## src/logic/sublane_pkg.sv

```systemverilog
package sublane_pkg;

    ////////////////////////////////////////
    // Lane group geometry
    ////////////////////////////////////////
    localparam int LANE_NUM        = 8;
    localparam int MEM_DEPTH       = 512;                     // Locations per lane
    localparam int MAX_VL_PER_LANE = 256;
    localparam int RD_PORTS        = 2;                       // vs1 and vs2
    localparam int BWEN_W          = 4;                       // One enable per byte of a word

    localparam int ADDR_W  = $clog2(MEM_DEPTH);
    localparam int CNT_W   = $clog2(MAX_VL_PER_LANE);
    localparam int VL_W    = $clog2(LANE_NUM * MAX_VL_PER_LANE);
    localparam int LANE_SH = $clog2(LANE_NUM);               // vl to per-lane count

    ////////////////////////////////////////
    // Encodings
    ////////////////////////////////////////
    // Element width where zero is not legal
    typedef enum logic [1:0] {
        EW_BYTE = 2'd1,
        EW_HALF = 2'd2,
        EW_WORD = 2'd3
    } width_e;

    typedef enum logic [1:0] {
        IT_NORMAL,
        IT_STORE,
        IT_LOAD
    } inst_type_e;

    typedef enum logic [1:0] {
        ST_IDLE,
        ST_NORMAL,
        ST_STORE,
        ST_LOAD
    } state_e;

    // Everything the issuer hands over with the start strobe
    typedef struct packed {
        inst_type_e                       inst_type;
        logic [VL_W-1:0]                  vl;
        width_e                           sew;
        width_e                           wdata_width;
        logic [CNT_W-1:0]                 inst_delay;      // Read to write pipeline delay
        logic                             vector_mask;
        logic [ADDR_W-1:0]                waddr_start;
        logic [RD_PORTS-1:0][ADDR_W-1:0]  raddr_start;
    } inst_cfg_t;

    typedef logic [LANE_NUM-1:0][BWEN_W-1:0] lane_bwen_t;

endpackage

```

## src/logic/addr_counter.sv

```systemverilog
module addr_counter (
    input  logic                           clk_i,
    input  logic                           rst_i,
    input  logic                           load_i,
    input  logic                           en_i,
    input  sublane_pkg::width_e            width_i,
    input  logic [sublane_pkg::ADDR_W-1:0] start_addr_i,
    output logic [sublane_pkg::ADDR_W-1:0] addr_o
);

    logic [1:0] sub_cnt;                    // Element slot inside the current word
    logic       step;

    // Move to the next word once its last element is consumed
    always_comb begin
        case (width_i)
            sublane_pkg::EW_BYTE: step = (sub_cnt == 2'd3);
            sublane_pkg::EW_HALF: step = sub_cnt[0];
            default:              step = 1'b1;
        endcase
    end

    always_ff @(posedge clk_i) begin
        if (!rst_i) begin
            addr_o  <= '0;
            sub_cnt <= '0;
        end else if (load_i) begin
            addr_o  <= start_addr_i;
            sub_cnt <= '0;
        end else if (en_i) begin
            sub_cnt <= sub_cnt + 2'd1;
            if (step) begin
                // Wrap at the end of the lane memory
                if (int'(addr_o) == sublane_pkg::MEM_DEPTH - 1) begin
                    addr_o <= '0;
                end else begin
                    addr_o <= addr_o + 1'b1;
                end
            end
        end
    end

endmodule

```

## src/logic/byte_enable_gen.sv

```systemverilog
module byte_enable_gen (
    input  logic                    clk_i,
    input  logic                    rst_i,
    input  logic                    wr_phase_i,
    input  sublane_pkg::width_e     width_i,
    input  logic                    load_mode_i,
    input  sublane_pkg::lane_bwen_t load_bwen_i,
    output sublane_pkg::lane_bwen_t bwen_o
);

    logic [3:0] rot4;                       // Byte slot, one-hot
    logic [1:0] rot2;                       // Halfword slot
    logic [3:0] pattern;

    ////////////////////////////////////////
    // Rotation state
    ////////////////////////////////////////
    always_ff @(posedge clk_i) begin
        if (!rst_i) begin
            rot4 <= 4'b0001;
            rot2 <= 2'b01;
        end else if (wr_phase_i) begin
            rot4 <= {rot4[2:0], rot4[3]};
            rot2 <= {rot2[0], rot2[1]};
        end else begin
            rot4 <= 4'b0001;                // Park on the first pattern
            rot2 <= 2'b01;
        end
    end

    always_comb begin
        case (width_i)
            sublane_pkg::EW_BYTE: pattern = rot4;
            sublane_pkg::EW_HALF: pattern = {{2{rot2[1]}}, {2{rot2[0]}}};
            sublane_pkg::EW_WORD: pattern = 4'b1111;
            default:              pattern = 4'b0000;
        endcase
    end

    // Same pattern on every lane unless the load unit drives the enables
    always_comb begin
        if (!wr_phase_i) begin
            bwen_o = '0;
        end else if (load_mode_i) begin
            bwen_o = load_bwen_i;
        end else begin
            bwen_o = {sublane_pkg::LANE_NUM{pattern}};
        end
    end

endmodule

```

## src/logic/lane_valid_gen.sv

```systemverilog
module lane_valid_gen (
    input  logic                             clk_i,
    input  logic                             rst_i,
    input  logic                             load_i,
    input  logic                             en_i,
    input  logic [sublane_pkg::VL_W-1:0]     vl_i,
    output logic [sublane_pkg::LANE_NUM-1:0] valid_o
);

    logic [sublane_pkg::VL_W-1:0]     remain_q;     // Elements not yet covered by a beat
    logic [sublane_pkg::VL_W-1:0]     remain;
    logic [sublane_pkg::LANE_NUM-1:0] mask;

    // A fresh load counts from vl directly
    always_comb begin
        remain = load_i ? vl_i : remain_q;
        for (int l = 0; l < sublane_pkg::LANE_NUM; l++) begin
            mask[l] = (int'(remain) > l);
        end
    end

    always_ff @(posedge clk_i) begin
        if (!rst_i) begin
            remain_q <= '0;
            valid_o  <= '0;
        end else if (en_i) begin
            valid_o <= mask;
            if (int'(remain) > sublane_pkg::LANE_NUM) begin
                remain_q <= remain - sublane_pkg::VL_W'(sublane_pkg::LANE_NUM);
            end else begin
                remain_q <= '0;
            end
        end else begin
            valid_o <= '0;                  // Lanes drop between beats
            if (load_i) begin
                remain_q <= vl_i;
            end
        end
    end

endmodule

```

## src/logic/sublane_ctrl_fsm.sv

```systemverilog
module sublane_ctrl_fsm (
    input  logic                          clk_i,
    input  logic                          rst_i,
    input  logic                          start_i,
    input  sublane_pkg::inst_cfg_t        cfg_i,
    input  logic                          load_last_i,
    output logic                          ready_o,
    output sublane_pkg::inst_cfg_t        cfg_o,
    output logic                          rd_load_o,
    output logic                          rd_en_o,
    output logic                          wr_load_o,
    output logic                          wr_en_o,
    output logic                          beat_load_o,
    output logic                          beat_en_o,
    output logic                          wr_phase_o,
    output logic                          load_mode_o,
    output sublane_pkg::width_e           rd_width_o,
    output sublane_pkg::width_e           wr_width_o,
    output logic [sublane_pkg::CNT_W-1:0] vmrf_addr_o,
    output logic                          vmrf_wen_o,
    output logic                          store_data_valid_o,
    output logic                          request_write_control_o
);

    sublane_pkg::state_e           state;
    sublane_pkg::state_e           state_next;
    logic                          accept;
    logic                          start_q;         // Config captured, mode starts next edge
    logic [sublane_pkg::VL_W-1:0]  vl_m1;
    logic [sublane_pkg::CNT_W-1:0] n_m1;            // Per-lane elements minus one
    logic [sublane_pkg::CNT_W:0]   main_cnt;        // Cycles since the first read beat
    logic [sublane_pkg::CNT_W:0]   wr_first;
    logic [sublane_pkg::CNT_W:0]   wr_last;
    logic                          reading;
    logic                          normal_wr;
    logic                          rd_typed;

    assign accept = start_i && ready_o;
    assign vl_m1  = cfg_i.vl - 1'b1;

    ////////////////////////////////////////
    // Instruction register
    ////////////////////////////////////////
    always_ff @(posedge clk_i) begin
        if (!rst_i) begin
            cfg_o   <= '0;
            n_m1    <= '0;
            start_q <= 1'b0;
        end else begin
            start_q <= accept;
            if (accept) begin
                cfg_o <= cfg_i;
                n_m1  <= vl_m1[sublane_pkg::LANE_SH +: sublane_pkg::CNT_W];   // ceil(vl/8)-1
            end
        end
    end

    // Read and write windows in main counter cycles
    assign wr_first  = {1'b0, cfg_o.inst_delay};
    assign wr_last   = wr_first + {1'b0, n_m1};
    assign reading   = (state == sublane_pkg::ST_STORE)
                    || (state == sublane_pkg::ST_NORMAL && main_cnt <= {1'b0, n_m1});
    assign normal_wr = (state == sublane_pkg::ST_NORMAL)
                    && (main_cnt >= wr_first) && (main_cnt <= wr_last);
    assign rd_typed  = (cfg_o.inst_type == sublane_pkg::IT_NORMAL)
                    || (cfg_o.inst_type == sublane_pkg::IT_STORE);

    ////////////////////////////////////////
    // Main and mask counters
    ////////////////////////////////////////
    always_ff @(posedge clk_i) begin
        if (!rst_i) begin
            main_cnt    <= '0;
            vmrf_addr_o <= '0;
        end else begin
            if (state == sublane_pkg::ST_IDLE) begin
                main_cnt <= '0;
            end else if (state != sublane_pkg::ST_LOAD) begin
                main_cnt <= main_cnt + 1'b1;
            end
            if (start_q) begin
                vmrf_addr_o <= '0;
            end else if (normal_wr) begin
                vmrf_addr_o <= vmrf_addr_o + 1'b1;  // One mask entry per written element
            end
        end
    end

    ////////////////////////////////////////
    // FSM
    ////////////////////////////////////////
    always_ff @(posedge clk_i) begin
        if (!rst_i) begin
            state   <= sublane_pkg::ST_IDLE;
            ready_o <= 1'b1;
        end else begin
            state <= state_next;
            if (accept) begin
                ready_o <= 1'b0;
            end else if (state == sublane_pkg::ST_IDLE && !start_q) begin
                ready_o <= 1'b1;                    // One cycle after returning to idle
            end
        end
    end

    always_comb begin
        state_next = state;
        case (state)
            sublane_pkg::ST_IDLE: begin
                if (start_q) begin
                    case (cfg_o.inst_type)
                        sublane_pkg::IT_NORMAL: state_next = sublane_pkg::ST_NORMAL;
                        sublane_pkg::IT_STORE:  state_next = sublane_pkg::ST_STORE;
                        sublane_pkg::IT_LOAD:   state_next = sublane_pkg::ST_LOAD;
                        default:                state_next = sublane_pkg::ST_IDLE;
                    endcase
                end
            end
            sublane_pkg::ST_NORMAL: begin
                if (main_cnt == wr_last) begin      // Write window always ends last
                    state_next = sublane_pkg::ST_IDLE;
                end
            end
            sublane_pkg::ST_STORE: begin
                if (main_cnt == {1'b0, n_m1}) begin
                    state_next = sublane_pkg::ST_IDLE;
                end
            end
            sublane_pkg::ST_LOAD: begin
                if (load_last_i) begin
                    state_next = sublane_pkg::ST_IDLE;
                end
            end
            default: state_next = sublane_pkg::ST_IDLE;
        endcase
    end

    ////////////////////////////////////////
    // Datapath controls
    ////////////////////////////////////////
    assign rd_load_o   = start_q;
    assign wr_load_o   = start_q;
    assign beat_load_o = start_q;
    assign rd_en_o     = reading;

    // Valid mask is registered, so each beat is prepared a cycle ahead
    assign beat_en_o = (start_q && rd_typed) || (reading && main_cnt < {1'b0, n_m1});

    assign load_mode_o = (state == sublane_pkg::ST_LOAD);
    assign wr_phase_o  = normal_wr || load_mode_o;
    assign wr_en_o     = wr_phase_o;

    assign rd_width_o = (cfg_o.inst_type == sublane_pkg::IT_STORE) ? sublane_pkg::EW_WORD
                                                                    : cfg_o.sew;
    assign wr_width_o = (cfg_o.inst_type == sublane_pkg::IT_LOAD) ? sublane_pkg::EW_WORD
                                                                   : cfg_o.wdata_width;

    assign vmrf_wen_o              = normal_wr && cfg_o.vector_mask;
    assign store_data_valid_o      = (state == sublane_pkg::ST_STORE);
    assign request_write_control_o = load_mode_o;

endmodule

```

## src/logic/sublane_driver.sv

```systemverilog
module sublane_driver (
    input  logic                                                 clk_i,
    input  logic                                                 rst_i,
    input  logic                                                 start_i,
    input  sublane_pkg::inst_cfg_t                               cfg_i,
    input  logic                                                 load_last_i,
    input  sublane_pkg::lane_bwen_t                              load_bwen_i,
    output logic                                                 ready_o,
    output logic [sublane_pkg::RD_PORTS-1:0][sublane_pkg::ADDR_W-1:0] vrf_raddr_o,
    output logic [sublane_pkg::ADDR_W-1:0]                       vrf_waddr_o,
    output sublane_pkg::lane_bwen_t                              vrf_bwen_o,
    output logic [sublane_pkg::LANE_NUM-1:0]                     read_data_valid_o,
    output logic [sublane_pkg::CNT_W-1:0]                        vmrf_addr_o,
    output logic                                                 vmrf_wen_o,
    output logic                                                 store_data_valid_o,
    output logic                                                 request_write_control_o,
    output sublane_pkg::width_e                                  vsew_o
);

    sublane_pkg::inst_cfg_t cfg_q;
    sublane_pkg::width_e    rd_width;
    sublane_pkg::width_e    wr_width;
    logic                   rd_load;
    logic                   rd_en;
    logic                   wr_load;
    logic                   wr_en;
    logic                   beat_load;
    logic                   beat_en;
    logic                   wr_phase;
    logic                   load_mode;

    assign vsew_o = cfg_q.sew;

    sublane_ctrl_fsm sublane_ctrl_fsm_inst (
        .clk_i                   (clk_i),
        .rst_i                   (rst_i),
        .start_i                 (start_i),
        .cfg_i                   (cfg_i),
        .load_last_i             (load_last_i),
        .ready_o                 (ready_o),
        .cfg_o                   (cfg_q),
        .rd_load_o               (rd_load),
        .rd_en_o                 (rd_en),
        .wr_load_o               (wr_load),
        .wr_en_o                 (wr_en),
        .beat_load_o             (beat_load),
        .beat_en_o               (beat_en),
        .wr_phase_o              (wr_phase),
        .load_mode_o             (load_mode),
        .rd_width_o              (rd_width),
        .wr_width_o              (wr_width),
        .vmrf_addr_o             (vmrf_addr_o),
        .vmrf_wen_o              (vmrf_wen_o),
        .store_data_valid_o      (store_data_valid_o),
        .request_write_control_o (request_write_control_o)
    );

    ////////////////////////////////////////
    // Address counters
    ////////////////////////////////////////
    for (genvar p = 0; p < sublane_pkg::RD_PORTS; p++) begin : g_raddr
        addr_counter raddr_cnt_inst (
            .clk_i        (clk_i),
            .rst_i        (rst_i),
            .load_i       (rd_load),
            .en_i         (rd_en),
            .width_i      (rd_width),
            .start_addr_i (cfg_q.raddr_start[p]),
            .addr_o       (vrf_raddr_o[p])
        );
    end

    addr_counter waddr_cnt_inst (
        .clk_i        (clk_i),
        .rst_i        (rst_i),
        .load_i       (wr_load),
        .en_i         (wr_en),
        .width_i      (wr_width),
        .start_addr_i (cfg_q.waddr_start),
        .addr_o       (vrf_waddr_o)
    );

    byte_enable_gen byte_enable_gen_inst (
        .clk_i       (clk_i),
        .rst_i       (rst_i),
        .wr_phase_i  (wr_phase),
        .width_i     (wr_width),
        .load_mode_i (load_mode),
        .load_bwen_i (load_bwen_i),
        .bwen_o      (vrf_bwen_o)
    );

    lane_valid_gen lane_valid_gen_inst (
        .clk_i   (clk_i),
        .rst_i   (rst_i),
        .load_i  (beat_load),
        .en_i    (beat_en),
        .vl_i    (cfg_q.vl),
        .valid_o (read_data_valid_o)
    );

endmodule

```

## config.mk

```make
export PLATFORM = sky130hd
export DESIGN_NAME = sublane_driver
export DESIGN_NICKNAME = d
export VERILOG_FILES = /design/src/logic/sublane_pkg.sv /design/src/logic/addr_counter.sv /design/src/logic/byte_enable_gen.sv /design/src/logic/lane_valid_gen.sv /design/src/logic/sublane_ctrl_fsm.sv /design/src/logic/sublane_driver.sv
export SDC_FILE = /design/constraint.sdc
export NUM_CORES = 1
export LEC_CHECK = 0
export BUFFER_PORTS_ARGS = -buffer_cell sky130_fd_sc_hd__buf_4
export CORE_ASPECT_RATIO = 2
export CORE_MARGIN = 1.5
export CORE_UTILIZATION = 55
export DETAILED_ROUTE_END_ITERATION = 16
export PLACE_DENSITY = 0.8
export SLEW_MARGIN = 15
export SYNTH_ARGS = -nofsm -noshare
export SYNTH_HDL_FRONTEND = slang
export SYNTH_HIERARCHICAL = 1
export SYNTH_SLANG_ARGS = --single-unit
```

## constraint.sdc

```tcl
create_clock -name clk_i -period 11 [get_ports clk_i]
set_input_delay 2.2 -clock clk_i [delete_from_list [all_inputs] [get_ports clk_i]]
set_output_delay 2.2 -clock clk_i [all_outputs]
set_load 0.02 [all_outputs]
```

Yosys cells after proc, flatten, opt, wreduce, memory -nomap -nowiden
Index checks and enable logic that the tools add are counted.

Register bits: 140. Word-level logic and storage cells: 133.

Magnitude comparators: 13. Reductions and logical operators: 29. Muxes and demuxes: 31. Bitwise operators: 1. $add $sub $neg: 11. Equal/unequal tests: 23.

Operators by type and width (count): $mux W9 (12); $mux W32 (2); $gt A11 B3 Y1 const B (4); $add A9 B1 Y9 const B (4); $mux W11 (3); $eq A9 B1 Y1 const B (3); $gt A11 B1 Y1 const B (2); $gt A11 B2 Y1 const B (2); $eq A2 B2 Y1 const B (9); $mux W2 (6); $pmux W4 S3 (1); $reduce_bool A2 Y1 (6); $gt A11 B4 Y1 const B (1); $sub A11 B1 Y11 const B (1); $sub A11 B4 Y11 const B (1); $reduce_and A2 Y1 (5); $add A8 B8 Y9 (1); $eq A9 B8 Y1 (1); $eq A9 B9 Y1 (1); $ge A9 B8 Y1 (1); $le A9 B8 Y1 (1); $le A9 B9 Y1 (1); $lt A9 B8 Y1 (1); $add A8 B1 Y8 const B (1); other kinds (15) (38).

Logic depth before layout (Yosys ltp)
Word-level depth: 7. Gate-level depth with buffers: 20.

Cells and area by module
Netlist, hierarchy kept.

By module, submodules not included: sublane_ctrl_fsm (seq. area each 1641.6 µm², instances 1, cells an instance 514, area each 4266.6 µm²); addr_counter (g_raddr[0].raddr_cnt_inst ...) (seq. area each 220.2 µm², instances 2, cells an instance 83, area each 703.2 µm²); lane_valid_gen (seq. area each 380.4 µm², instances 1, cells an instance 112, area each 1133.6 µm²); byte_enable_gen (seq. area each 120.1 µm², instances 1, cells an instance 97, area each 738.2 µm²); addr_counter (waddr_cnt_inst) (seq. area each 220.2 µm², instances 1, cells an instance 81, area each 699.4 µm²).

Worst setup path after synthesis
No wires, ideal clock.

Path type: reg-to-output. Start point: reg sublane_ctrl_fsm_inst/cfg_o[28] (netlist name). End point: out vrf_bwen_o[21] (netlist name). Arrival: 4.249 ns. Path buffers: 2. Data required time: 8.800 ns. Path slack: 4.551 ns. Cell stages (with the launch flop): 20. Cells stage by stage: dfxtp_1 > ha_1 > inv_1 > fa_1 > nor2b_1 > o21ai_0 > nand2b_1 > a21o_1 > a21o_1 > a31oi_1 > ha_1 > a21oi_1 > o21ai_0 > a2111oi_4 > o21ai_2 > a21boi_0 > buf_4 > nand2b_4 > buf_6 > o31ai_1.

RTL lines: start, declared (line sublane_ctrl_fsm.sv:8) `output sublane_pkg::inst_cfg_t cfg_o,`; start signal, assigned (line sublane_ctrl_fsm.sv:52) `cfg_o <= cfg_i;`; end, declared (line sublane_driver.sv:11) `output sublane_pkg::lane_bwen_t vrf_bwen_o,`.

==> results.py <==
metrics = {
    "outcome": {
        "status": "completed",
    },
    "floorplan": {
        "chipHeight_um": 176,
        "design.core.area_mm2": 0.0147,
        "rows": 63,
        "die_area_mm2": 0.0158,
        "ios": 170,
        "initial_utilization": 0.559,
        "die_w_um": 89.6,
    },
    "detailed_routing": {
        "wl_per_cell_um": 16.5,
        "drt_iter0_markers": 334,
        "viasPerCell": 5.83,
        "wl_met2_mm": 11.8,
        "finalWirelength_mm": 21.7,
        "vias": 7667,
        "first_pass_iters": 5,
        "dr_wl_met3_um": 983,
        "ant_nets": 0,
        "wl_met1_mm": 7.90,
        "highest_layer": "met4",
        "drc_errors": 0,
    },
    "placement": {
        "dp_hpwl_mm": 15.5,
        "place_ws_ps": 4460,
        "gp_congestion": 0.895,
        "portBuffers": 169,
        "placedCellCount": 1284,
    },
    "clocking": {
        "cts_tree": "done",
        "clk_path_buf_depth": 2,
        "path_clk_slew_ps": 60,
        "numClockSinks": 140,
        "cts_buffers": 17,
        "postCtsSetupBuffers": 0,
        "cts-root-buf": "clkbuf_16",
        "cts_htree_levels": 4,
        "cts_hold_buf": 0,
        "post_cts_resized": 0,
        "clock_latency_ps": 420,
    },
    "finish": {
        "fin_cells": 1315,
        "insertedDiodeCount": 0,
        "area.growth.synth_to_final_pct": 22.7,
        "final_nets": 1255,
        "drive_above_1_share": 0.223,
        "fillCellCount": 1256,
    },
    "global_route": {
        "grt_pass1_wl_mm": 33.9,
        "antenna_found_initial": 0,
        "track_usage": 0.275,
        "grt_max_degree": 74,
        "overflow": 0,
        "grt_pass1_vias": 7428,
    },
    "logic_synthesis": {
        "synth-adder-area-share": 0.0889,
        "synthMuxAreaShare": 0.0302,
        "synth_seq_area_share": 0.340,
        "synthXorXnorAreaFrac": 0.0287,
        "syn-cell-area_mm2": 0.00824,
        "yosys.area_share.simple": 0.214,
        "ys_warn_count": 6,
        "synth_ff_type": "dfxtp_1",
        "syn_avg_cell_area_um2": 8.50,
        "synth_top_family_by_area": "compound AO/OA/AOI/OAI gates",
        "synth_compound_area_frac": 0.238,
        "synth_seq_cells": 140,
        "syn-instance-count": 970,
        "async_flop_share": 0,
        "syn_nets": 1117,
        "synth-edff-count": 0,
        "synth_cell_type_count": 87,
    },
    "power": {
        "p_leak_uw": 0.00428,
        "vdd_drop_max_mv": 0.117,
        "clkPwrFrac": 0.398,
        "switching_share": 0.299,
        "power_uw": 1520,
        "p_seq_frac": 0.384,
        "switchingPower_uw": 452,
        "power_density_mw_per_mm2": 150,
        "internal_power_uw": 1060,
        "combPwrFrac": 0.218,
    },
    "critical_path": {
        "critical_path.endpoint": "vrf_bwen_o[20]",
        "arrival_ps": 4760,
        "path_class": "flop to primary output",
        "worst_setup_path_end_kind": "primary output",
        "path_max_fanout": 44,
        "rr_endpoint": "waddr_cnt_inst/addr_o[0]",
        "r2r_setup_slack_ps": 6630,
        "reg2reg_depth": 19,
        "crit_required_ps": 8800,
        "startpoint_type": "flop",
        "startpoint": "sublane_ctrl_fsm_inst/n_m1[0]",
        "r2r_start": "sublane_ctrl_fsm_inst/n_m1[0]",
    },
    "sta": {
        "rsz0062_at_grt": "false",
        "report.final.slew_viol_count": 0,
        "clock_skew_ps": 8.76,
        "fin_crit_sh": 0.633,
        "finalSetupViolations": 0,
        "min_period_ps": 6960,
        "tightest_slew_ps": 1030,
        "fin_tns_setup_ps": 0,
        "relSlewSlack": 0.296,
        "max_freq_ghz": 0.144,
        "hold_violations": 0,
        "finalWorstSetupSlack_ps": 4040,
    },
    "flow_run": {
        "cap_violations": 0,
    },
    "worst_hold_path": {
        "min-delay-start": "sublane_ctrl_fsm_inst/cfg_o[37]",
        "hold_class": "flop to flop",
    },
}
## per-layer routing
layer  track usage  vias to the layer above
met5             0                        -
met4         0.158                        0
met3        0.0468                       66
met2         0.517                      237
met1         0.267                     3600
li1              -                     3764
## final cells by class
type / count / area, µm² / share of cell area
clock buffer: 19 / 433 / 0.0428
clock inverter: 12 / 189 / 0.0187
inverter: 46 / 173 / 0.0171
multi-input combinational: 729 / 4970 / 0.491
sequential: 140 / 2800 / 0.277
tap: 195 / 244 / 0.0241
timing repair buffer: 174 / 1310 / 0.129
## kinds of logic after synthesis
group / after synthesis
AO/OA/AOI/OAI: 274
XOR/XNOR: 27
adder cells (fa/ha/maj): 58
buffers and inverters: 101
flip-flops: 140
multiplexers: 21
AND/OR/NAND/NOR: 349
## flip-flops by register name (all words and copies together) (netlist names)
name and cells:
sublane_ctrl_fsm_inst/vmrf_addr_o 8, byte_enable_gen_inst/rot2 2, byte_enable_gen_inst/rot4 4, sublane_ctrl_fsm_inst/state 2
lane_valid_gen_inst/valid_o 8, lane_valid_gen_inst/remain_q 11, sublane_ctrl_fsm_inst/cfg_o 53, g_raddr.raddr_cnt_inst/addr_o 18
waddr_cnt_inst/sub_cnt 2, g_raddr.raddr_cnt_inst/sub_cnt 4, sublane_ctrl_fsm_inst/main_cnt 9, waddr_cnt_inst/addr_o 9
sublane_ctrl_fsm_inst/ready_o 1, sublane_ctrl_fsm_inst/beat_load_o 1, sublane_ctrl_fsm_inst/n_m1 8
## metrics by stage
stage | hold WS, ps | util | cell area (µm²)
2_1_floorplan | 437 | - | 8240
3_3_place_gp | 444 | 0.644 | 9490
3_5_place_dp | 454 | 0.644 | 9490
4_1_cts | 462 | 0.686 | 10100
5_1_grt | 484 | 0.686 | 10100
6_report | 459 | 0.686 | 10100
## power by group through the flow
| stage | Clock (µW) | Combinational [µW] | Sequential [µW] |
|---|---|---|---|
| 2_1_floorplan | 0 | 223 | 595 |
| 3_3_place_gp | 0 | 321 | 590 |
| 3_5_place_dp | 0 | 327 | 592 |
| 4_1_cts | 613 | 330 | 581 |
| 5_1_grt | 635 | 364 | 586 |
| 6_report | 604 | 330 | 581 |
## layout by cell type (no fill, tap or decap), types with 17 or more instances in the layout
cell,n
dfxtp_1,139
a31oi_1,18
inv_1,46
a21boi_0,53
buf_4,174
o31ai_1,30
nor2_1,44
a21oi_1,45
nand2_1,139
nand3_1,51
clkbuf_16,17
o21ai_0,53
ha_1,57
and3_1,17
mux2i_1,17
## how the worst min path moves through the flow
stage                     cells past startpoint  slack, ps                              end
after floorplan                               1        440     byte_enable_gen_inst/rot4[0]
after global placement                        1        440     byte_enable_gen_inst/rot4[0]
after detailed placement                      2        450   sublane_ctrl_fsm_inst/cfg_o[5]
after CTS                                     2        460   sublane_ctrl_fsm_inst/cfg_o[5]
after global routing                          2        480  sublane_ctrl_fsm_inst/cfg_o[37]
final                                         2        460  sublane_ctrl_fsm_inst/cfg_o[37]
## Yosys cell counts (18+ instances only)
cell type  number  area, µm²
dfxtp_1       140       2800
nand2_1       140        526
ha_1           57        713
a21boi_0       54        405
o21ai_0        53        265
nand3_1        51        255
inv_1          46        173
a21oi_1        45        225
nor2_1         44        165
o31ai_1        30        225
clkbuf_1       26       97.6
a31oi_1        18        113
## critical path: stages (launching register included)
cell	delay [ps]
dfxtp_1	360
ha_1	190
inv_1	60
fa_1	400
nor2b_1	130
o21ai_0	90
nand2b_1	110
a21o_1	130
a21o_1	150
a31oi_1	90
ha_1	300
a21oi_1	140
o21ai_0	170
a2111oi_4	420
o21ai_2	190
a21boi_4	170
buf_4	400
nand2b_4	280
o31ai_1	350
buf_4	190
No activity file was read; power rests on OpenSTA's default activity.
